`config.mk`:
```
export PLATFORM = sky130hd
export DESIGN_NAME = phys_regfile
export DESIGN_NICKNAME = d
export VERILOG_FILES = /design/src/hdl/ooo_pkg.sv /design/src/hdl/phys_regfile.sv
export VERILOG_INCLUDE_DIRS = /design/src /design/src/hdl
export SDC_FILE = /design/constraint.sdc
export NUM_CORES = 2
export LEC_CHECK = 0
export ABC_CLOCK_PERIOD_IN_PS = 3500
export BUFFER_PORTS_ARGS = -buffer_cell sky130_fd_sc_hd__buf_2
export CAP_MARGIN = 20
export CORE_UTILIZATION = 58
export DETAILED_ROUTE_END_ITERATION = 8
export PLACE_DENSITY = 0.78
export SLEW_MARGIN = 10
export SYNTH_ARGS = -nofsm -noshare
export SYNTH_HDL_FRONTEND = slang
export SYNTH_SLANG_ARGS = --single-unit
```
`constraint.sdc`:
```
create_clock -name clk -period 3.5 [get_ports clk]
set_input_delay 0.875 -clock clk [delete_from_list [all_inputs] [get_ports clk]]
set_output_delay 0.875 -clock clk [all_outputs]
set_load 0.005 [all_outputs]
```
`src/hdl/ooo_defs.svh`:
```
`ifndef OOO_DEFS_SVH
`define OOO_DEFS_SVH

// data path width
`define OOO_XLEN 32

// architectural register count, x0 included
`define OOO_ARCH_REGS 32

// physical register count
`define OOO_PHYS_REGS 64

// ALU reservation station entries
`define OOO_RS_DEPTH 4

// reorder buffer entries, also the in-flight limit
`define OOO_ROB_DEPTH 8

`endif
```
`src/hdl/ooo_pkg.sv`:
```
`default_nettype none
`include "ooo_defs.svh"

package ooo_pkg;

    typedef logic [`OOO_XLEN-1:0] xdata_t;
    typedef logic [$clog2(`OOO_ARCH_REGS)-1:0] areg_t;
    typedef logic [$clog2(`OOO_PHYS_REGS)-1:0] preg_t;
    typedef logic [$clog2(`OOO_ROB_DEPTH)-1:0] rob_tag_t;
    typedef logic [31:0] insn_t;

    typedef enum logic [3:0] {
        ALU_ADD  = 4'd0,
        ALU_SUB  = 4'd1,
        ALU_SLL  = 4'd2,
        ALU_SLT  = 4'd3,
        ALU_SLTU = 4'd4,
        ALU_XOR  = 4'd5,
        ALU_SRL  = 4'd6,
        ALU_SRA  = 4'd7,
        ALU_OR   = 4'd8,
        ALU_AND  = 4'd9
    } alu_op_e;

    typedef struct packed {
        alu_op_e  op;
        preg_t    dst;
        rob_tag_t rob_tag;
        logic     src1_ready;
        preg_t    src1_tag;
        xdata_t   src1_value;
        logic     src2_ready;
        preg_t    src2_tag;
        xdata_t   src2_value; // holds the immediate when imm_sel is set
        logic     imm_sel;
    } rs_entry_t;

    typedef struct packed {
        areg_t rd;
        preg_t old_preg;
    } rob_entry_t;

    typedef struct packed {
        logic     valid;
        preg_t    dst;
        rob_tag_t rob_tag;
        xdata_t   value;
    } wb_bus_t;

    typedef struct packed {
        logic   valid;
        areg_t  rd;
        xdata_t value;
    } commit_t;

    typedef struct packed {
        logic  valid;
        preg_t preg;
    } free_t;

    function automatic xdata_t alu_compute(input alu_op_e op, input xdata_t a, input xdata_t b);
        logic [$clog2(`OOO_XLEN)-1:0] shamt;
        xdata_t res;
        shamt = b[$clog2(`OOO_XLEN)-1:0];
        case (op)
            ALU_ADD:  res = a + b;
            ALU_SUB:  res = a - b;
            ALU_SLL:  res = a << shamt;
            ALU_SLT:  res = xdata_t'($signed(a) < $signed(b));
            ALU_SLTU: res = xdata_t'(a < b);
            ALU_XOR:  res = a ^ b;
            ALU_SRL:  res = a >> shamt;
            ALU_SRA:  res = xdata_t'($signed(a) >>> shamt);
            ALU_OR:   res = a | b;
            ALU_AND:  res = a & b;
            default:  res = '0;
        endcase
        return res;
    endfunction

endpackage

`default_nettype wire

```
`src/hdl/phys_regfile.sv`:
```
`default_nettype none
`include "ooo_defs.svh"

module phys_regfile (
    input  wire logic              clk,
    input  wire logic              rst_n,
    input  wire ooo_pkg::preg_t    src1_tag,
    input  wire ooo_pkg::preg_t    src2_tag,
    output ooo_pkg::xdata_t        src1_value,
    output ooo_pkg::xdata_t        src2_value,
    output logic                   src1_ready,
    output logic                   src2_ready,
    input  wire ooo_pkg::wb_bus_t  wb,
    input  wire logic              dispatch_valid,
    input  wire ooo_pkg::preg_t    alloc_tag
);

    ooo_pkg::xdata_t regs [`OOO_PHYS_REGS];
    logic [`OOO_PHYS_REGS-1:0] ready;

    logic do_alloc, do_write;

    // physical register 0 backs x0 and is never touched
    assign do_alloc = dispatch_valid && (alloc_tag != '0);
    assign do_write = wb.valid && (wb.dst != '0);

    // dispatch read ports
    assign src1_value = regs[src1_tag];
    assign src2_value = regs[src2_tag];
    assign src1_ready = ready[src1_tag];
    assign src2_ready = ready[src2_tag];

    always_ff @(posedge clk or negedge rst_n) begin
        if (!rst_n) begin
            for (int i = 0; i < `OOO_PHYS_REGS; i++) begin
                regs[i] <= '0;
                ready[i] <= (i < `OOO_ARCH_REGS); // mapped regs start valid
            end
        end else begin
            if (do_alloc) begin
                ready[alloc_tag] <= 1'b0;
            end
            if (do_write) begin
                regs[wb.dst] <= wb.value;
                ready[wb.dst] <= 1'b1;
            end
        end
    end

endmodule

`default_nettype wire

```
# Word-level counts from Yosys, hierarchy flattened

Cells that the tools add are included.

$lt $le $gt $ge: 10
Mux-type cells: 19
Bitwise gates (word level): 6
Reductions and logical operators: 7

Operator list:

| cell                                                                   | count |
|---|---|
| 2048-bit bitwise mux                                                   | 1 |
| 32-bit binary-select mux with 6-bit select                             | 2 |
| 32-bit demux with 6-bit select                                         | 1 |
| 32-bit two-way mux                                                     | 5 |
| 64-bit two-way mux                                                     | 2 |
| 64-bit bitwise AND                                                     | 1 |
| 64-bit NOT                                                             | 1 |
| 64-bit bitwise OR                                                      | 1 |
| 6-bit by 7-bit < comparator with 1-bit output (second input constant)  | 4 |
| 7-bit >= comparator (second input constant)                            | 3 |
| 6-bit NOT with 7-bit output                                            | 3 |
| 1-bit binary-select mux with 6-bit select                              | 2 |
| 1-bit demux with 6-bit select                                          | 2 |
| 6-bit by 1-bit >= comparator with 1-bit output (second input constant) | 2 |
| 6-bit nonzero test                                                     | 2 |
| 7-bit by 1-bit < comparator with 1-bit output (second input constant)  | 1 |
| 1-bit logical AND                                                      | 5 |
| 1-bit two-way mux                                                      | 4 |

Register bits after elaboration: 2112
Word-level logic and storage cells: 107

# Longest topological paths before layout

Depth after elaboration: 9
Depth in mapped cells: 9
Gate-level depth less buffers: 5

# Least setup slack after synthesis

OpenSTA, ideal clock, no wires.

Kind: input to output
Start point: input port src1_tag[0]
End point: output port src1_value[0]
Arrival time: 2.549 ns
Data required time: 2.625 ns
Setup slack: 0.076 ns
Cell stages on the path: 7
Cells stage by stage: buf_2 -> buf_2 -> buf_2 -> mux4_2 -> a211oi_1 -> o22ai_1 -> and3_1

Longest elaborated chain between the ends: 4

RTL lines:

| element                                                | RTL line           | RTL |
|---|---|---|
| start, declared                                        | phys_regfile.sv:7  | `input wire ooo_pkg::preg_t src1_tag,` |
| 6-bit NOT with 7-bit output (implied by the code)      | phys_regfile.sv:28 | `assign src1_value = regs[src1_tag];` |
| 32-bit binary-select mux with 6-bit select             | phys_regfile.sv:28 |  |
| 32-bit two-way mux (implied by the code) (2 in series) | phys_regfile.sv:28 |  |
| end, declared                                          | phys_regfile.sv:9  | `output ooo_pkg::xdata_t src1_value,` |

Every way passes these cells. The select of a mux whose other input is x is not followed.

# Worst setup path in the final report

Ends and elaborated chain as after synthesis.

==> run_results.csv <==
group,metric,value,unit
clock_network,cts_buffers,212,
synth,synthTopCellsByArea,"dfrtp_1, mux4_2, mux2_2",
power,power_density,502.6,nW/um^2
power,swShare,28.44,%
finish,final_layout_size_suffix_gt1_share,66.27,%
timing,fin_crit,4.150,ns
synth,ys_ff_latch,2112,
synth,synth_edf_count,0,
power,vdd_drop_max,0.0005168,V
clock_network,path_clk_slew,0.06,ns
clock_network,cts-root-buf,"clkbuf_16",
place,dp_slack,-1.031,ns
timing,finalHoldViolCount,0,
clock_network,ctsHtreeMaxLevel,4,
synth,synthFlopType,"dfrtp_1",
clock_network,clock_latency,0.88,ns
timing,worst_slack,-0.6502,ns
worst_setup_path,critical_path.max_fanout,6,
synth,synth-simple-area-share,2.206,%
synth,yosysSeqAreaShare,47.60,%
min_path,min_path_cells,3,
clock_network,clk_path_buf_depth,3,
clock_network,clock-sinks,2112,
place,port-buffer-count,125,
synth,async_flop_share,100.0,%
synth,yosys.area_share.adder,0,%
finish,multi_input_area,58780,um^2
timing,worst_pin_slew,1.229,ns
finish,final_util,72.83,%
finish,syn_to_final_growth,24.65,%
flow_run,drv_cap,0,
clock_network,cts_tree,"done",
detailed_routing,ant_nets,0,
synth,synthCells,7269,
finish,fin_cells,10700,
detailed_routing,drc,0,
floorplanning,dieArea,193300,um^2
timing,drv_slew,0,
floorplanning,dieWidth,439.7,um
finish,num-fill-cells,10550,
synth,synth_top_cell_area_share,46.84,%
floorplanning,ioPinCount,129,
power,leakage,0.06061,uW
power,p_seq_share,43.8,%
min_path,hp-class,"input pin to register",
synth,synth-compound-area-share,4.089,%
finish,regArea,52890,um^2
outcome,run_status,"finished with violations",
power,p_int,49820,uW
timing,finalCritPeriodShare,118.6,%
worst_setup_path,cp-end-kind,"primary output",
synth,synth_area,111100,um^2
timing,rsz0062_at_grt,"yes",
grt,grt_pass1_vias,84920,
place,place_hpwl,260200,um
grt,grtUsageTotal,44.93,%
floorplanning,die_y,439.7,um
detailed_routing,drt_iter0_drc,12900,
power,clkPwrFrac,35.4,%
worst_setup_path,crit_type,"input pin to primary output",
synth,ys_types,49,
place,gp_congestion,0.9763,
worst_setup_path,reg2regPathDepth,1,
worst_setup_path,cp.arrival,3.28,ns
synth,yosysTopAreaCell,"dfrtp_1",
detailed_routing,vias_per_cell,7.831,
detailed_routing,wl,442800,um
grt,grt_pass1_wl,616400,um
place,numPlacedInstances,9986,
timing,clock_skew,0,ns
floorplanning,placementRows,160,
detailed_routing,firstDrtPassIters,8,
synth,avgSynthCellArea,15.29,um^2
detailed_routing,vias,83800,
synth,yosys_warnings,0,
synth,synth_top_family_by_area,"multiplexers",
finish,layout.nets,8053,
power,power,69610,uW
synth,syn_nets,7332,
worst_setup_path,cp-start-kind,"input pin",
synth,synthMuxAreaShare,42.61,%
synth,synthXorXnorAreaFrac,0,%
floorplanning,core,190200,um^2
grt,grt-ovfl-total,0,
floorplanning,initial_utilization,58.42,%
timing,relSlewSlack,18.04,%
timing,clock.fmax,241.0,MHz
detailed_routing,wl_per_cell,41.38,um
power,net-switching-power,19800,uW
grt,grt_antenna_before_repair,32,
timing,setup_viol,66,
outcome,failed_checks,"negative setup slack",
grt,grt_max_degree,94,
worst_setup_path,required,2.62,ns
power,comb_power_share,20.8,%
## final timing paths
check,from,end,slack (ns)
worst min-delay path,alloc_tag[1],ready[1],0.38
worst min register to register,ready[0],ready[0],0.38
max in group asynchronous,rst_n,regs[1879],1.56
worst max register to register,regs[1010],regs[1010],2.57
min in group asynchronous,rst_n,regs[1011],0.55
worst max-delay path,src1_tag[0],src1_value[0],-0.65
## per-stage QoR
| step | instance area [um^2] | setup TNS, ns | hold slack, ns |
|---|---|---|---|
| final | 138500 | -21.81 | 0.3791 |
| after floorplan | 111100 | 0 | 0.4325 |
| after detailed placement | 121400 | -36.23 | 0.3663 |
| after CTS | 136000 | -16.87 | 0.3416 |
| after global placement | 121400 | -35.91 | 0.3628 |
| after global routing | 138500 | -20.72 | 0.3741 |
## cell families (layout without fill, tap and decap cells)
| group | Yosys count | in the layout |
|---|---|---|
| DFF | 2112 | 2112 |
| other | 0 | 22 |
| muxes | 3161 | 3161 |
| AOI/OAI and AO/OA | 672 | 672 |
| and+or+nand+nor | 482 | 482 |
| buffers and inverters | 842 | 1741 |
## cell usage after synthesis (7+ instances only)
cell,n
dfrtp_1,2080
mux2_2,2043
mux4_2,1050
clkbuf_1,404
buf_2,298
o22ai_1,215
a22oi_1,139
nand2_1,127
o21ai_0,122
o221ai_1,86
nand3_1,84
buf_1,65
mux2i_1,61
nor2_1,57
buf_4,48
nor2b_1,46
and3_1,36
a211oi_1,33
dfstp_2,32
nor3_1,32
a21oi_1,28
nor4_1,24
nand2b_1,23
buf_6,21
and2_1,16
o22a_1,15
a2111oi_0,11
or2_2,11
nand3b_1,10
a31oi_1,9
mux2_1,7
o21a_1,7
## critical path, stage by stage
cell and delay [ns]:
buf_16 0.14, buf_16 0.16, buf_6 0.12, buf_12 0.14, mux4_2 0.34, nor2b_1 0.29
a211oi_4 0.07, o22ai_4 0.63, and3_4 0.35, buf_6 0.10
## cells in the final DEF, fill, tap and decap left out, types with 18 or more instances in the layout
cell	n
a22oi_1	70
a22oi_2	69
and3_4	31
buf_12	312
buf_16	65
buf_2	74
buf_4	692
buf_6	149
buf_8	38
bufinv_16	25
clkbuf_1	48
clkbuf_16	222
clkbuf_8	53
clkinv_2	33
dfrtp_1	2080
dfstp_2	32
diode_2	22
mux2_2	2031
mux2i_1	44
mux4_2	1050
nand2_1	84
nand2_2	37
nand3_1	63
nand3_2	20
nor2_4	47
nor2b_1	23
nor2b_4	18
o21ai_0	110
o221ai_1	29
o221ai_2	30
o221ai_4	27
o22ai_1	74
o22ai_2	89
o22ai_4	52
## state kept, by name, indices dropped and copies added (netlist names)
signal	cells
regs	2048
ready	64
## metal layers
layer  part of all wire (%)  global-route usage (%)  vias to the layer above
met3                     16                   18.61                     2653
met2                     43                   62.83                     8122
li1                       -                       -                    29880
met4                     10                   36.59                       20
met1                     32                   54.59                    43120
met5                  0.054                 0.07444                        -
## power by group through the flow
stage / Clock [uW] / Sequential (uW) / Combinational, uW
after global routing: 25500 / 30700 / 14900
final: 24700 / 30500 / 14500
after CTS: 24500 / 30100 / 13400
after floorplan: 0 / 29600 / 8010
after detailed placement: 0 / 30500 / 11900
after global placement: 0 / 30100 / 11500
## repair_timing
action,4_1_cts,5_1_grt
cloned,41,9
resized for setup,831,349
pin swaps,211,190
hold buffers,1,0
setup buffers,206,98
hold endpoints to repair,1,0
setup endpoints to repair,66,66
## layout make-up
class | instances | area share [%]
timing repair buffer | 1345 | 11.70
sequential | 2112 | 38.19
antenna | 22 | 0.03975
multi-input combinational | 4315 | 42.44
inverter | 4 | 0.01174
tap | 2511 | 2.268
clock buffer | 313 | 4.495
clock inverter | 79 | 0.8618
(Power assumes the default switching activity.)
