`config.mk`:
```
export PLATFORM = sky130hd
export DESIGN_NAME = reorder_buffer
export DESIGN_NICKNAME = d
export VERILOG_FILES = /design/src/hdl/ooo_pkg.sv /design/src/hdl/reorder_buffer.sv
export VERILOG_INCLUDE_DIRS = /design/src /design/src/hdl
export SDC_FILE = /design/constraint.sdc
export NUM_CORES = 1
export LEC_CHECK = 0
export BUFFER_PORTS_ARGS = -buffer_cell sky130_fd_sc_hd__buf_2
export CORE_MARGIN = 5
export CORE_UTILIZATION = 30
export CTS_CLUSTER_SIZE = 40
export DETAILED_ROUTE_END_ITERATION = 10
export HOLD_SLACK_MARGIN = 0.15
export PLACE_DENSITY_LB_ADDON = 0.25
export SKIP_CTS_REPAIR_TIMING = 1
export SLEW_MARGIN = 20
export SYNTH_ARGS = -nofsm -noshare
export SYNTH_HDL_FRONTEND = slang
export SYNTH_SLANG_ARGS = --single-unit
export TNS_END_PERCENT = 20
```
`constraint.sdc`:
```
create_clock -name clk -period 6.95 [get_ports clk]
set_input_delay 0.695 -clock clk [delete_from_list [all_inputs] [get_ports clk]]
set_output_delay 0.695 -clock clk [all_outputs]
set_load 0.01 [all_outputs]
```
`src/hdl/ooo_defs.svh`:
```
`ifndef OOO_DEFS_SVH
`define OOO_DEFS_SVH

// data path width
`define OOO_XLEN 32

// architectural register count, x0 included
`define OOO_ARCH_REGS 32

// physical register count
`define OOO_PHYS_REGS 64

// ALU reservation station entries
`define OOO_RS_DEPTH 4

// reorder buffer entries, also the in-flight limit
`define OOO_ROB_DEPTH 8

`endif
```
`src/hdl/ooo_pkg.sv`:
```
`default_nettype none
`include "ooo_defs.svh"

package ooo_pkg;

    typedef logic [`OOO_XLEN-1:0] xdata_t;
    typedef logic [$clog2(`OOO_ARCH_REGS)-1:0] areg_t;
    typedef logic [$clog2(`OOO_PHYS_REGS)-1:0] preg_t;
    typedef logic [$clog2(`OOO_ROB_DEPTH)-1:0] rob_tag_t;
    typedef logic [31:0] insn_t;

    typedef enum logic [3:0] {
        ALU_ADD  = 4'd0,
        ALU_SUB  = 4'd1,
        ALU_SLL  = 4'd2,
        ALU_SLT  = 4'd3,
        ALU_SLTU = 4'd4,
        ALU_XOR  = 4'd5,
        ALU_SRL  = 4'd6,
        ALU_SRA  = 4'd7,
        ALU_OR   = 4'd8,
        ALU_AND  = 4'd9
    } alu_op_e;

    typedef struct packed {
        alu_op_e  op;
        preg_t    dst;
        rob_tag_t rob_tag;
        logic     src1_ready;
        preg_t    src1_tag;
        xdata_t   src1_value;
        logic     src2_ready;
        preg_t    src2_tag;
        xdata_t   src2_value; // holds the immediate when imm_sel is set
        logic     imm_sel;
    } rs_entry_t;

    typedef struct packed {
        areg_t rd;
        preg_t old_preg;
    } rob_entry_t;

    typedef struct packed {
        logic     valid;
        preg_t    dst;
        rob_tag_t rob_tag;
        xdata_t   value;
    } wb_bus_t;

    typedef struct packed {
        logic   valid;
        areg_t  rd;
        xdata_t value;
    } commit_t;

    typedef struct packed {
        logic  valid;
        preg_t preg;
    } free_t;

    function automatic xdata_t alu_compute(input alu_op_e op, input xdata_t a, input xdata_t b);
        logic [$clog2(`OOO_XLEN)-1:0] shamt;
        xdata_t res;
        shamt = b[$clog2(`OOO_XLEN)-1:0];
        case (op)
            ALU_ADD:  res = a + b;
            ALU_SUB:  res = a - b;
            ALU_SLL:  res = a << shamt;
            ALU_SLT:  res = xdata_t'($signed(a) < $signed(b));
            ALU_SLTU: res = xdata_t'(a < b);
            ALU_XOR:  res = a ^ b;
            ALU_SRL:  res = a >> shamt;
            ALU_SRA:  res = xdata_t'($signed(a) >>> shamt);
            ALU_OR:   res = a | b;
            ALU_AND:  res = a & b;
            default:  res = '0;
        endcase
        return res;
    endfunction

endpackage

`default_nettype wire

```
`src/hdl/reorder_buffer.sv`:
```
`default_nettype none
`include "ooo_defs.svh"

module reorder_buffer (
    input  wire logic                 clk,
    input  wire logic                 rst_n,
    input  wire logic                 dispatch_valid,
    input  wire ooo_pkg::rob_entry_t  rob_entry,
    output ooo_pkg::rob_tag_t         rob_tail,
    output logic                      rob_full,
    input  wire ooo_pkg::wb_bus_t     wb,
    output ooo_pkg::commit_t          commit,
    output ooo_pkg::free_t            free
);

    localparam int CNT_W = $clog2(`OOO_ROB_DEPTH) + 1;
    localparam logic [CNT_W-1:0] ROB_FULL = CNT_W'(`OOO_ROB_DEPTH);

    ooo_pkg::rob_entry_t entries [`OOO_ROB_DEPTH];
    ooo_pkg::xdata_t values [`OOO_ROB_DEPTH];
    logic [`OOO_ROB_DEPTH-1:0] done;

    ooo_pkg::rob_tag_t head;
    ooo_pkg::rob_tag_t tail;
    logic [CNT_W-1:0] count;

    logic head_fire;
    ooo_pkg::rob_entry_t head_entry;
    ooo_pkg::rob_tag_t wb_offset;

    assign rob_tail = tail;
    assign rob_full = count == ROB_FULL;

    assign head_entry = entries[head];
    assign head_fire = (count != '0) && done[head];

    always_comb begin
        commit.valid = head_fire;
        commit.rd = head_entry.rd;
        commit.value = (head_entry.rd == '0) ? '0 : values[head]; // x0 reads back zero
        free.valid = head_fire && (head_entry.rd != '0);
        free.preg = head_entry.old_preg;
    end

    always_ff @(posedge clk or negedge rst_n) begin
        if (!rst_n) begin
            head <= '0;
            tail <= '0;
            count <= '0;
            done <= '0;
        end else begin
            if (dispatch_valid) begin
                done[tail] <= 1'b0;
                tail <= tail + 1'b1;
            end
            if (wb.valid) done[wb.rob_tag] <= 1'b1;
            if (head_fire) head <= head + 1'b1;
            case ({dispatch_valid, head_fire})
                2'b10: count <= count + 1'b1;
                2'b01: count <= count - 1'b1;
                default: ;
            endcase
        end
    end

    always_ff @(posedge clk) begin
        if (dispatch_valid) entries[tail] <= rob_entry;
        if (wb.valid) values[wb.rob_tag] <= wb.value;
    end

    // distance from head, wraps with the tag width
    assign wb_offset = wb.rob_tag - head;

    a_wb_live_entry: assert property (@(posedge clk) disable iff (!rst_n)
        wb.valid |-> {1'b0, wb_offset} < count);

endmodule

`default_nettype wire

```
# [Word level (Yosys, flattened, before mapping)]
# Memories as Yosys holds them, arrays and structs flattened.
# Cells that the tools add are included.
[totals] reg_bits=18 ram_bits=344 inputBits=56 output_inout_bits=49 word_cells=43 memories=2
[op_classes] addsub=4 n_lt_le_gt_ge=5 n_eq_ne=3 n_mux=14 bitwise=3 n_reduce_logical=8
[mem_list] memory="values" depth=8 width=32 rd=1 rd_clocked_by_memory_dff=0 write_ports=1 line_no="reorder_buffer.sv:20" rtl="ooo_pkg::xdata_t values [`OOO_ROB_DEPTH];"
[mem_list] memory="entries" depth=8 width=11 rd=1 rd_clocked_by_memory_dff=0 write_ports=1 line_no="reorder_buffer.sv:19" rtl="ooo_pkg::rob_entry_t entries [`OOO_ROB_DEPTH];"
[ops] op="$mux W32" n=1
[ops] op="$mux W8" n=2
[ops] op="$lt A3 B4 Y1 const B" n=3
[ops] op="$and A8 B8 Y8" n=1
[ops] op="$not A8 Y8" n=1
[ops] op="$or A8 B8 Y8" n=1
[ops] op="$pmux W4 S2" n=1
[ops] op="$mux W1" n=7
[ops] op="$add A3 B1 Y3 const B" n=2
[ops] op="$demux W1 S3" n=2
[ops] op="$ge A3 B1 Y1 const B" n=2
[ops] op="$logic_not A5 Y1" n=1
[ops] op="$reduce_bool A5 Y1" n=1
[ops] op="$add A4 B1 Y4 const B" n=1
[ops] op="$eq A4 B4 Y1 const B" n=1
[ops] op="$logic_and A1 B1 Y1" n=4
[ops] op="$reduce_bool A4 Y1" n=1
[ops] op="$sub A4 B1 Y4 const B" n=1
[ops] op="$bmux W1 S3" n=1
[ops] op="$eq A2 B1 Y1 const B" n=1
[ops] op="$eq A2 B2 Y1 const B" n=1
[ops] op="$reduce_bool A2 Y1" n=1

# [Depth between registers and ports, before layout]
[logic_depth] ltp_word=9 mapped_depth=13 ltp_nobuf=10

# [Worst setup path after synthesis]
# No wires, ideal clock.
[synth_path] path_kind="in2reg" start="input wb[33] (netlist bit)" end="memory values[0][0] (netlist bit), enable pin" arrival_ps=3152 path_slack_ps=3334 stages=2 cell_sequence="nand2b_1 -> nor3_1"
[synth_lines] element="start, declared" line_no="reorder_buffer.sv:11" rtl="input wire ooo_pkg::wb_bus_t wb,"
[synth_lines] element="end, declared" line_no="reorder_buffer.sv:20"
# No word-level cell before the write port.

==> flow_summary.json <==
{
  "whs_endpoint": "rob_tail[0]",
  "power_leakage_nw": 5.54,
  "end_kind": "output port",
  "via_count": 6539,
  "wl_microns": 30500,
  "synthCells": 642,
  "setup_tns_ps": 0,
  "cts_sinks": 362,
  "finalCritPeriodShare": 0.642,
  "area_growth_pct": 18.2,
  "critPathMaxStageDelay_ps": 1050,
  "synth_area_leaders": "edfxtp_1 73%, mux4_2 14%, dfrtp_1 3.2%",
  "post_drt_via_cell_ratio": 4.65,
  "tightest_slew_ps": 948,
  "overflow": 0,
  "r2r_start": "head[0]",
  "grt_pass1_wl_microns": 45100,
  "antenna_left": 0,
  "die_y_microns": 227,
  "layout.nets": 831,
  "cts-root-buf": "clkbuf_16",
  "setup_violations": 0,
  "worstPathRequired_ps": 6250,
  "start_util": 0.303,
  "syn-num-nets": 703,
  "wire_per_inst_microns": 21.7,
  "synthDistinctLibCells": 36,
  "r2r-end": "count[2]",
  "rsz0062_at_grt": "false",
  "hpwl_microns": 16500,
  "worst-path-buf-inv": 2,
  "nFillCells": 4318,
  "die_area_sq_um": 51400,
  "syn_area_sq_um": 14100,
  "path_clk_slew_ps": 60,
  "ys_seq_area_frac": 0.765,
  "drv_slew": 0,
  "fmax_mhz": 224,
  "worstSetupPathType": "register to output port",
  "fin_crit_ps": 4460,
  "diodes": 0,
  "hp-class": "input pin to register",
  "p_per_area_nw_per_um2": 412,
  "holdWs_ps": 414,
  "drt_iter0_drc": 517,
  "cp_top_family": "flip-flops",
  "cts_tree": "built",
  "grt_pass1_vias": 6980,
  "r2r_setup_slack_ps": 3470,
  "cts_made_buffers": 40,
  "max-slew-margin-rel": 0.368,
  "intPower_mw": 4.75,
  "maxCapViolCount": 0,
  "clock_latency_ps": 550,
  "ys_top_cells_by_count": "344 x edfxtp_1, 88 x mux4_2, 33 x a21oi_1, 33 x mux2i_1, 18 x dfrtp_1",
  "fin_skew_ps": 26.6,
  "core_area_sq_um": 46600,
  "hold_depth": 2,
  "ir_drop_v": 0.000201,
  "synthFlopType": "edfxtp_1",
  "io_pins": 105,
  "dr.pass1.iters": 4,
  "slowest_stage": "dfrtp_4",
  "synth.most_common_cell": "edfxtp_1",
  "grt_max_degree": 57,
  "min_from": "dispatch_valid",
  "portBuffers": 98,
  "arrival_ps": 3770,
  "drc": 0,
  "synth_area_per_cell_sq_um": 22.0,
  "pwr-share-comb": 0.298,
  "start_kind": "register",
  "yosysTopAreaCellShare": 0.733,
  "yosysWarnings": 0,
  "status": "complete, no violations",
  "synth.largest_area_cell": "edfxtp_1",
  "async_reset_ff_frac": 0.0497,
  "drive_above_1_share": 0.365,
  "seq_power_share": 0.410,
  "synth_edf_count": 344,
  "cts_buffer_depth": 3,
  "p_sw_frac": 0.307,
  "grt_usage": 0.119,
  "pwr-share-clk": 0.292,
  "place_congestion": 0.681,
  "finalHoldViolations": 0,
  "rows": 79,
  "r2r.worst_path.cells": 10,
  "floorplan.die.width_microns": 227,
  "cp_max_fo": 44,
  "regArea_sq_um": 10800,
  "cts_htree_levels": 2,
  "multi_input_area_sq_um": 3190,
  "crit_chain": "mux4_2 > mux2_2 > nor4_4 > buf_4 > a21oi_1 > buf_2",
  "antenna_found_initial": 7,
  "ys_ff_latch": 362,
  "switching_power_mw": 2.11
}
cells in the final DEF (no fill, tap or decap), drive strengths merged, types with 2 or more instances in the layout:
cell	Yosys	final
dfrtp	18	18
buf	23	119
mux2	14	14
edfxtp	344	344
nor2	14	14
mux4	88	88
inv	5	6
nor4	2	2
a21oi	35	35
clkbuf	11	53
nand2	5	5
nand2b	8	8
nor3	5	5
and2	2	2
xor2	5	5
bufinv	0	2
clkinv	0	15
mux2i	33	33
ha	5	5
xnor2	2	2
o21bai	2	2
o21ai	12	12
worst max-delay path by stage:
stage               startpoint            to  slack, ps  cells after the start
floorplan               wb[33]  values[0][0]       3330                      2
global placement       head[0]    commit[31]       2880                      6
detailed placement     head[0]    commit[31]       2910                      6
CTS                    head[0]    commit[31]       2320                      6
global route           head[0]    commit[31]       2200                      6
finish                 head[0]    commit[31]       2490                      6
worst reg2reg max path, stage by stage (launching register included):
cell,delay [ps]
dfrtp_4,1050
mux4_2,660
mux2_2,270
and2_1,240
ha_1,290
xor2_1,170
ha_1,180
a21oi_1,140
xor2_1,160
nor2_1,60
xor2_1,140
metal layers:
| metal | vias to the layer above | wire (microns) | track usage |
|---|---|---|---|
| li1 | 2925 | - | - |
| met1 | 3428 | 13200 | 0.155 |
| met2 | 119 | 15000 | 0.195 |
| met3 | 53 | 1630 | 0.0360 |
| met4 | 14 | 605 | 0.0328 |
| met5 | - | 96 | 0 |
cells by family after synthesis:
family,Yosys count,synth area share
compound gates,55,0.0218
xor+xnor,7,0.00435
fa+ha+maj,5,0.00444
buf+inv,39,0.0144
flops,362,0.765
mux,135,0.175
simple gates,39,0.0146
power by group through the flow:
stage | Sequential, mW | Combinational (mW) | Clock [mW]
3_3_place_gp | 2.87 | 2.11 | 0
3_5_place_dp | 2.87 | 2.11 | 0
2_1_floorplan | 2.68 | 1.56 | 0
4_1_cts | 2.83 | 2.12 | 2.06
6_report | 2.81 | 2.04 | 2.00
5_1_grt | 2.85 | 2.24 | 2.16
metrics by stage:
step | setup WS (ps) | util | cell area (sq um) | instances | total power, mW
2_1_floorplan | 3330 | - | 14100 | 642 | 4.24
3_3_place_gp | 2880 | 0.331 | 15400 | 1334 | 4.98
3_5_place_dp | 2910 | 0.331 | 15400 | 1334 | 4.98
4_1_cts | 2320 | 0.358 | 16700 | 1405 | 7.01
5_1_grt | 2200 | 0.358 | 16700 | 1406 | 7.24
6_report | 2490 | 0.358 | 16700 | 1406 | 6.86
flip-flops by register name, summed over array words and instances, names as in the netlist:
name / flops
values: 256
entries: 88
done: 8
count: 4
head: 3
rob_tail: 3
final cells by class:
cell class | count | share of cell area
multi-input combinational | 241 | 0.191
inverter | 5 | 0.00113
clock inverter | 18 | 0.00916
timing repair buffer | 120 | 0.0395
tap | 607 | 0.0456
sequential | 362 | 0.648
clock buffer | 53 | 0.0656
No activity file was read; power rests on OpenSTA's default activity.
