**src/hdl/ooo_defs.svh**
```systemverilog
`ifndef OOO_DEFS_SVH
`define OOO_DEFS_SVH

// data path width
`define OOO_XLEN 32

// architectural register count, x0 included
`define OOO_ARCH_REGS 32

// physical register count
`define OOO_PHYS_REGS 64

// ALU reservation station entries
`define OOO_RS_DEPTH 4

// reorder buffer entries, also the in-flight limit
`define OOO_ROB_DEPTH 8

`endif
```
**src/hdl/ooo_pkg.sv**
```systemverilog
`default_nettype none
`include "ooo_defs.svh"

package ooo_pkg;

    typedef logic [`OOO_XLEN-1:0] xdata_t;
    typedef logic [$clog2(`OOO_ARCH_REGS)-1:0] areg_t;
    typedef logic [$clog2(`OOO_PHYS_REGS)-1:0] preg_t;
    typedef logic [$clog2(`OOO_ROB_DEPTH)-1:0] rob_tag_t;
    typedef logic [31:0] insn_t;

    typedef enum logic [3:0] {
        ALU_ADD  = 4'd0,
        ALU_SUB  = 4'd1,
        ALU_SLL  = 4'd2,
        ALU_SLT  = 4'd3,
        ALU_SLTU = 4'd4,
        ALU_XOR  = 4'd5,
        ALU_SRL  = 4'd6,
        ALU_SRA  = 4'd7,
        ALU_OR   = 4'd8,
        ALU_AND  = 4'd9
    } alu_op_e;

    typedef struct packed {
        alu_op_e  op;
        preg_t    dst;
        rob_tag_t rob_tag;
        logic     src1_ready;
        preg_t    src1_tag;
        xdata_t   src1_value;
        logic     src2_ready;
        preg_t    src2_tag;
        xdata_t   src2_value; // holds the immediate when imm_sel is set
        logic     imm_sel;
    } rs_entry_t;

    typedef struct packed {
        areg_t rd;
        preg_t old_preg;
    } rob_entry_t;

    typedef struct packed {
        logic     valid;
        preg_t    dst;
        rob_tag_t rob_tag;
        xdata_t   value;
    } wb_bus_t;

    typedef struct packed {
        logic   valid;
        areg_t  rd;
        xdata_t value;
    } commit_t;

    typedef struct packed {
        logic  valid;
        preg_t preg;
    } free_t;

    function automatic xdata_t alu_compute(input alu_op_e op, input xdata_t a, input xdata_t b);
        logic [$clog2(`OOO_XLEN)-1:0] shamt;
        xdata_t res;
        shamt = b[$clog2(`OOO_XLEN)-1:0];
        case (op)
            ALU_ADD:  res = a + b;
            ALU_SUB:  res = a - b;
            ALU_SLL:  res = a << shamt;
            ALU_SLT:  res = xdata_t'($signed(a) < $signed(b));
            ALU_SLTU: res = xdata_t'(a < b);
            ALU_XOR:  res = a ^ b;
            ALU_SRL:  res = a >> shamt;
            ALU_SRA:  res = xdata_t'($signed(a) >>> shamt);
            ALU_OR:   res = a | b;
            ALU_AND:  res = a & b;
            default:  res = '0;
        endcase
        return res;
    endfunction

endpackage

`default_nettype wire

```
**src/hdl/alu_station.sv**
```systemverilog
`default_nettype none
`include "ooo_defs.svh"

module alu_station (
    input  wire logic                clk,
    input  wire logic                rst_n,
    input  wire logic                dispatch_valid,
    input  wire ooo_pkg::rs_entry_t  rs_entry,
    output logic                     rs_full,
    output ooo_pkg::wb_bus_t         wb
);

    localparam int IDX_W = $clog2(`OOO_RS_DEPTH);

    ooo_pkg::rs_entry_t slots [`OOO_RS_DEPTH];
    logic [`OOO_RS_DEPTH-1:0] valid;

    logic [IDX_W-1:0] fill_idx;
    logic [IDX_W-1:0] issue_idx;
    logic issue_en;
    ooo_pkg::rs_entry_t issue_entry;

    // registered ALU stage
    logic wb_valid_q;
    ooo_pkg::preg_t wb_dst_q;
    ooo_pkg::rob_tag_t wb_tag_q;
    ooo_pkg::xdata_t wb_value_q;

    assign rs_full = &valid;

    // walk down so the lowest index wins
    always_comb begin
        fill_idx = '0;
        issue_idx = '0;
        issue_en = 1'b0;
        for (int i = `OOO_RS_DEPTH - 1; i >= 0; i--) begin
            if (!valid[i]) fill_idx = IDX_W'(i);
            if (valid[i] && slots[i].src1_ready && slots[i].src2_ready) begin
                issue_idx = IDX_W'(i);
                issue_en = 1'b1;
            end
        end
    end

    assign issue_entry = slots[issue_idx];

    always_ff @(posedge clk or negedge rst_n) begin
        if (!rst_n) begin
            valid <= '0;
            wb_valid_q <= 1'b0;
        end else begin
            if (issue_en) valid[issue_idx] <= 1'b0;
            if (dispatch_valid) valid[fill_idx] <= 1'b1;
            wb_valid_q <= issue_en;
        end
    end

    always_ff @(posedge clk) begin
        for (int i = 0; i < `OOO_RS_DEPTH; i++) begin
            if (wb.valid && valid[i]) begin
                if (!slots[i].src1_ready && slots[i].src1_tag == wb.dst) begin
                    slots[i].src1_ready <= 1'b1;
                    slots[i].src1_value <= wb.value;
                end
                if (!slots[i].imm_sel && !slots[i].src2_ready &&
                    slots[i].src2_tag == wb.dst) begin
                    slots[i].src2_ready <= 1'b1;
                    slots[i].src2_value <= wb.value;
                end
            end
        end
        if (dispatch_valid) slots[fill_idx] <= rs_entry;
        if (issue_en) begin
            wb_dst_q <= issue_entry.dst;
            wb_tag_q <= issue_entry.rob_tag;
            wb_value_q <= ooo_pkg::alu_compute(issue_entry.op, issue_entry.src1_value,
                                               issue_entry.src2_value);
        end
    end

    assign wb = '{valid: wb_valid_q, dst: wb_dst_q, rob_tag: wb_tag_q, value: wb_value_q};

    // dispatch must see rs_full before pushing
    a_no_push_full: assert property (@(posedge clk) disable iff (!rst_n)
        dispatch_valid |-> !rs_full);

endmodule

`default_nettype wire

```
**config.mk**
```make
export PLATFORM = sky130hd
export DESIGN_NAME = alu_station
export DESIGN_NICKNAME = d
export VERILOG_FILES = /design/src/hdl/ooo_pkg.sv /design/src/hdl/alu_station.sv
export VERILOG_INCLUDE_DIRS = /design/src /design/src/hdl
export SDC_FILE = /design/constraint.sdc
export NUM_CORES = 1
export LEC_CHECK = 0
export BUFFER_PORTS_ARGS = -buffer_cell sky130_fd_sc_hd__buf_2
export CAP_MARGIN = 20
export CORE_UTILIZATION = 50
export DETAILED_ROUTE_END_ITERATION = 16
export PLACE_DENSITY_LB_ADDON = 0.3
export SYNTH_ARGS = -nofsm -noshare
export SYNTH_HDL_FRONTEND = slang
export SYNTH_SLANG_ARGS = --single-unit
```
**constraint.sdc**
```tcl
create_clock -name clk -period 6.26 [get_ports clk]
set_input_delay 0.626 -clock clk [delete_from_list [all_inputs] [get_ports clk]]
set_output_delay 0.626 -clock clk [all_outputs]
set_load 0.01 [all_outputs]
```
# Word-level counts from Yosys, hierarchy flattened
# Memories as Yosys holds them, arrays and structs flattened.
# Index checks and enable logic that the tools add are counted.
classes:
  eq_ne: 17
  mux: 45
  n_addsub: 2
  bitwise: 6
  n_shift: 3
  reduce_logical: 40
  order_cmp: 6
op_table:
  columns: ["operator", "n"]
  rows:
  - ["case mux 32 bit (10 select lines)", 1]
  - ["< comparator 32 bit", 2]
  - ["== test 6 bit", 8]
  - ["adder 32 bit", 1]
  - ["AND 32 bit", 1]
  - ["two-way mux 1 bit", 32]
  - ["bitwise OR 32 bit", 1]
  - ["<< shifter 32 x 5 -> 32 bit", 1]
  - [">> shifter 32 x 5 -> 32 bit", 1]
  - [">>> shifter 32 x 5 -> 32 bit", 1]
  - ["subtractor 32 bit", 1]
  - ["bitwise XOR 32 bit", 1]
  - ["logical AND 1 bit", 26]
  - ["== test 4 x 3 -> 1 bit, second input constant", 4]
  - ["two-way mux 2 bit", 8]
  - ["logical NOT 1 bit", 12]
  - ["== test 4 x 2 -> 1 bit, second input constant", 2]
  - ["== test 4 bit, second input constant", 2]
  - ["two-way mux 4 bit", 2]
  - ["< comparator 2 x 3 -> 1 bit, second input constant", 2]
  - ["AND 4 bit", 1]
  - ["demux 1 bit (select 2 bit)", 2]
  - ["== test 4 x 1 -> 1 bit, second input constant", 1]
  - [">= comparator 2 x 1 -> 1 bit, second input constant", 2]
  - ["4 further kinds", 4]
totals:
  regBits: 46
  input_bits: 95
  elab_cells: 125
  out_inout_bits: 43
  ram_bits: 368
  memories: 1
mem_list:
  columns: ["name", "depth", "width", "rd", "rd_clocked_by_memory_dff", "write_ports", "line", "rtl"]
  rows:
  - ["slots", 4, 92, 5, 0, 5, "alu_station.sv:15", "ooo_pkg::rs_entry_t slots [`OOO_RS_DEPTH];"]

# Logic depth before layout (Yosys ltp)
# An unclocked memory read counts as a cell.
logic_depth:
  ltp_word: 16
  depth_mapped: 23
  ltp_nobuf: 17

# Worst setup path before layout
# OpenSTA, ideal clock, no wires.
synth_path:
  path_type: "reg2reg"
  startpoint: "register wb_dst_q[2]"
  endpoint: "memory slots[3][10] (netlist bit), enable pin"
  stages_incl_launch_ff: 6
  t_arrival_ns: 4.533
  setup_time_ns: 0.514
  n_path_buf: 1
  synth_period_minus_slack_ns: 5.047
  t_required_ns: 5.746
  setup_slack_ns: 1.213
  cell_sequence: "edfxtp_1 clkbuf_1 xor2_1 nor4_1 nand3_1 o41ai_1"
synth_rtl:
  columns: ["item", "line", "rtl"]
  rows:
  - ["start, declared", "alu_station.sv:25", "ooo_pkg::preg_t wb_dst_q;"]
  - ["start signal, assigned", "alu_station.sv:74", "wb_dst_q <= issue_entry.dst;"]
  - ["end, declared", "alu_station.sv:15", null]

# Worst setup path after layout
layout_path:
  startpoint: "register valid[1]"
  endpoint: "register wb_value_q[29], data pin"
layout_via:
  elab_chain_len: 7
  word_cells_on_any_way: 24
  classes_between: "2 x add/sub; 9 x eq/ne; 3 x shift; 3 x mux; 3 x bitwise; 3 x reduce/logical; 1 x memory"
layout_rtl:
  columns: ["item", "line", "rtl"]
  rows:
  - ["start, declared", "alu_station.sv:16", "logic [`OOO_RS_DEPTH-1:0] valid;"]
  - ["start signal, assigned", "alu_station.sv:49", "valid <= '0;"]
  - ["start signal, assigned by index", "alu_station.sv:52", "if (issue_en) valid[issue_idx] <= 1'b0;"]
  - ["start signal, assigned by index", "alu_station.sv:53", "if (dispatch_valid) valid[fill_idx] <= 1'b1;"]
  - ["logical AND 1 bit (*) (2 in a row)", "alu_station.sv:38", "if (valid[i] && slots[i].src1_ready && slots[i].src2_ready) begin"]
  - ["two-way mux 2 bit (*) (2 in a row)", "alu_station.sv:38", null]
  - ["memory (4 x 92 bit) (*)", null, null]
  - ["subtractor 32 bit, or another cell as far along", "ooo_pkg.sv:67", "ALU_SUB: res = a - b;"]
  - ["case mux 32 bit (10 select lines) (*)", "ooo_pkg.sv:65", "case (op)"]
  - ["end signal, assigned", "alu_station.sv:76", "wb_value_q <= ooo_pkg::alu_compute(issue_entry.op, issue_entry.src1_value,"]
  - ["end, declared", "alu_station.sv:27", "ooo_pkg::xdata_t wb_value_q;"]
# Mark *: on every way between the ends. The rest lies on a longest branch, timed or not.
# A chain may end at the register's enable or synchronous reset.

==> flow_metrics.py <==
metrics = {
    "clocking": {
        "cts_max_level": 2,
        "cts_root_buffer": "clkbuf_16",
        "clockBufferDepth": 3,
        "numClockSinks": 414,
        "clock_buffers_created_by_tritoncts": 45,
        "post_cts_resized": 0,
        "clock_pin_slew_worst_setup_and_hold_paths_ps": 60,
        "tritoncts": "yes",
        "clk-insertion-delay-late_ps": 610,
    },
    "setup_path": {
        "critPathTopFamily": "compound AO/OA/AOI/OAI gates",
        "worst-endpoint-required_ps": 6580,
        "worst-path-max-fanout": 31,
        "crit_buf_inv": 1,
        "setup.worst_path.class": "reg2reg",
        "critical_path.endpoint_type": "register",
        "critPathLaunchType": "register",
        "critPathSlowestCell": "a211oi_1",
        "cp.arrival_ps": 6170,
        "critical-path-max-stage-delay_ps": 720,
        "worst-r2r-setup-slack_ps": 420,
        "critical_path_cell_by_cell": "and3_4 > nand2_1 > buf_4 > nor2_1 > nor2_1 > o21a_1 > ha_1 > and4_1 > and2_1 > nand3_1 > a211oi_1 > o21ai_0 > a211oi_1 > o31ai_1 > nor2b_1 > a221oi_1 > o2111ai_1",
    },
    "run": {
        "drv_cap": 0,
    },
    "sta": {
        "timing.final.hold_violations": 0,
        "finalMaxSlewViolations": 0,
        "grt_setup_unrepaired": "false",
        "setup_viol": 0,
        "fin_skew_ps": 34.0,
        "layout_min_cycle_time_ps": 5840,
        "final.setup.tns_ps": 0,
        "clock.fmax_ghz": 0.171,
        "slew_headroom_pct": 31.7,
        "fin_crit_sh_pct": 93.3,
        "timing_worst_slew_pin_value_ps": 1010,
    },
    "place": {
        "dpl-instance-area_um2": 28400,
        "gp_congestion": 1.06,
        "dp_hpwl_um": 76700,
        "place.port_buffers": 137,
    },
    "global_route": {
        "grt.busiest_layer": "met2",
        "global_route_wire_length_before_repair_um": 156000,
        "grt_util_met2_pct": 57.0,
        "antenna_violations_before_repair": 4,
        "grt_overflow_total": 0,
        "grtUsageMet3_pct": 8.79,
        "largest_net_degree_at_the_start_of_global_routing": 67,
        "globalRouteTotalUtil_pct": 38.2,
        "met1_use_gr_pct": 53.8,
        "grt_pass1_vias": 23400,
    },
    "synth": {
        "asyncSetResetFlopFracSynth_pct": 1.21,
        "netlist_area_pre_place_um2": 27100,
        "yosysUniqueCellTypes": 102,
        "netlist_top_cells_area": "edfxtp_1 44%, nand2_1 11%, mux2i_1 5.2%",
        "ys.flop_type": "edfxtp_1",
        "synth.ff_latch_count": 414,
        "synth_enable_flop_cells": 401,
        "syn-mean-instance-area_um2": 9.31,
        "synthesized_netlist_cell_count": 2908,
        "yosys.area.top_type_share_pct": 44.5,
        "synth.largest_area_cell": "edfxtp_1",
        "yosys_warnings": 0,
        "seq_area_frac_synth_pct": 45.5,
        "mappedNetlistNets": 3102,
    },
    "floorplan": {
        "die_height_um": 235,
        "design.core.area_um2": 53100,
        "floorplan.io_pins": 138,
        "fp-row-count": 84,
        "dieArea_um2": 55100,
        "die_width_um": 235,
        "initial_core_util_pct": 51.0,
    },
    "layout": {
        "layout.nets": 3179,
        "finalInstanceArea_um2": 29900,
        "drive_above_1_share_pct": 13.6,
        "multiInputGateArea_um2": 13500,
        "area.growth.synth_to_final_pct": 10.4,
        "final.fill_count": 4585,
        "highest_count_cells_in_the_layout_ignoring_fill_and_taps": "794 x nand2_1, 401 x edfxtp_1, 220 x nor2_1",
        "seq_area_um2": 12300,
        "most_frequent_standard_cell_in_the_layout_excluding_fill_and_tap_cells": "nand2_1",
    },
    "route": {
        "ant_nets": 0,
        "num_vias": 24900,
        "route.detailed.drc": 0,
        "drt-initial-drc-count": 3664,
        "route.final.wire_length_um": 108000,
        "detail_route.vias_per_cell": 6.70,
        "detailedRoute.firstPassIterationCount": 8,
        "wl_per_cell_um": 29.0,
    },
    "run_status": {
        "status": "finished, final reports clean",
    },
    "hold_path": {
        "worstHoldPathType": "in2reg",
    },
}
==> layout make-up <==
class	instances	share of cell area, %
tap	688	2.88
sequential	414	41.2
antenna	2	0.0167
timing repair buffer	220	4.54
clock inverter	27	0.925
inverter	101	1.31
multi-input combinational	2203	45.1
clock buffer	57	3.95
==> metrics by stage <==
stage / worst slack, ps / utilization (%) / hold WS [ps] / cells
final: 417 / 56.3 / 241 / 3712
after detailed placement: 597 / 53.5 / 456 / 3624
after CTS: 591 / 56.3 / 218 / 3709
after global placement: 672 / 53.5 / 450 / 3624
after floorplan: 1210 / - / 330 / 2908
after global routing: 157 / 56.3 / 228 / 3710
==> flip-flops by register name, indices dropped and copies added (netlist names) <==
| register | cells |
|---|---|
| slots | 368 |
| wb_tag_q | 3 |
| wb_dst_q | 6 |
| valid | 4 |
| wb_value_q | 32 |
| wb_valid_q | 1 |
==> cells in the mapped netlist, drive strengths merged (10+ instances only) <==
library cell  count
nand3            40
a22oi            13
nor2            224
a221oi           13
a31oi            20
a211oi           35
buf             102
a21o             21
a222oi           11
mux2             27
mux2i           143
o22ai            45
o21ai           130
xnor2            31
o221a            20
xor2             25
nor4             17
ha               97
a221o            15
a211o            10
inv             101
a21oi            95
o31ai            23
nand2           795
o221ai           39
o22a             12
o21a             30
nand4            22
edfxtp          401
o211ai           24
nor3             70
clkbuf           88
and3             12
==> cell families after synthesis <==
| group | synth area share (%) |
|---|---|
| buffers and inverters | 4.96 |
| muxes | 6.44 |
| DFF | 45.5 |
| AOI/OAI and AO/OA | 17.4 |
| xor gates and xnor gates | 1.81 |
| adders and majority gates | 4.63 |
| and+or+nand+nor | 19.2 |
==> worst paths after layout <==
kind / start / endpoint / cells after the start
worst max-delay path: valid[1]$_DFF_PN0_ / wb_value_q[29]$_DFFE_PN_ / 17
worst min-delay path: rs_entry[82] / slots[2][82]$_DFFE_PP_ / 1
worst max register to register: valid[1]$_DFF_PN0_ / wb_value_q[29]$_DFFE_PN_ / 17
worst min register to register: slots[0][79]$_DFFE_PP_ / wb_tag_q[0]$_DFFE_PN_ / 2
max in group asynchronous: rst_n / valid[0]$_DFF_PN0_ / 2
min in group asynchronous: rst_n / valid[2]$_DFF_PN0_ / 2
==> per-layer routing <==
metal | vias up | part of all wire (%)
li1 | 10700 | -
met1 | 12000 | 41
met2 | 1842 | 43
met3 | 270 | 12
met4 | 4 | 4.0
met5 | - | 0.023
==> what timing repair did <==
action,4_1_cts,5_1_grt
setup endpoints to repair,0,0
buffers inserted,0,0
hold endpoints to repair,5,0
hold buffers,1,0
Power is not shown: default switching activity piles up to over one toggle a cycle in this logic, so the estimate is an artifact.
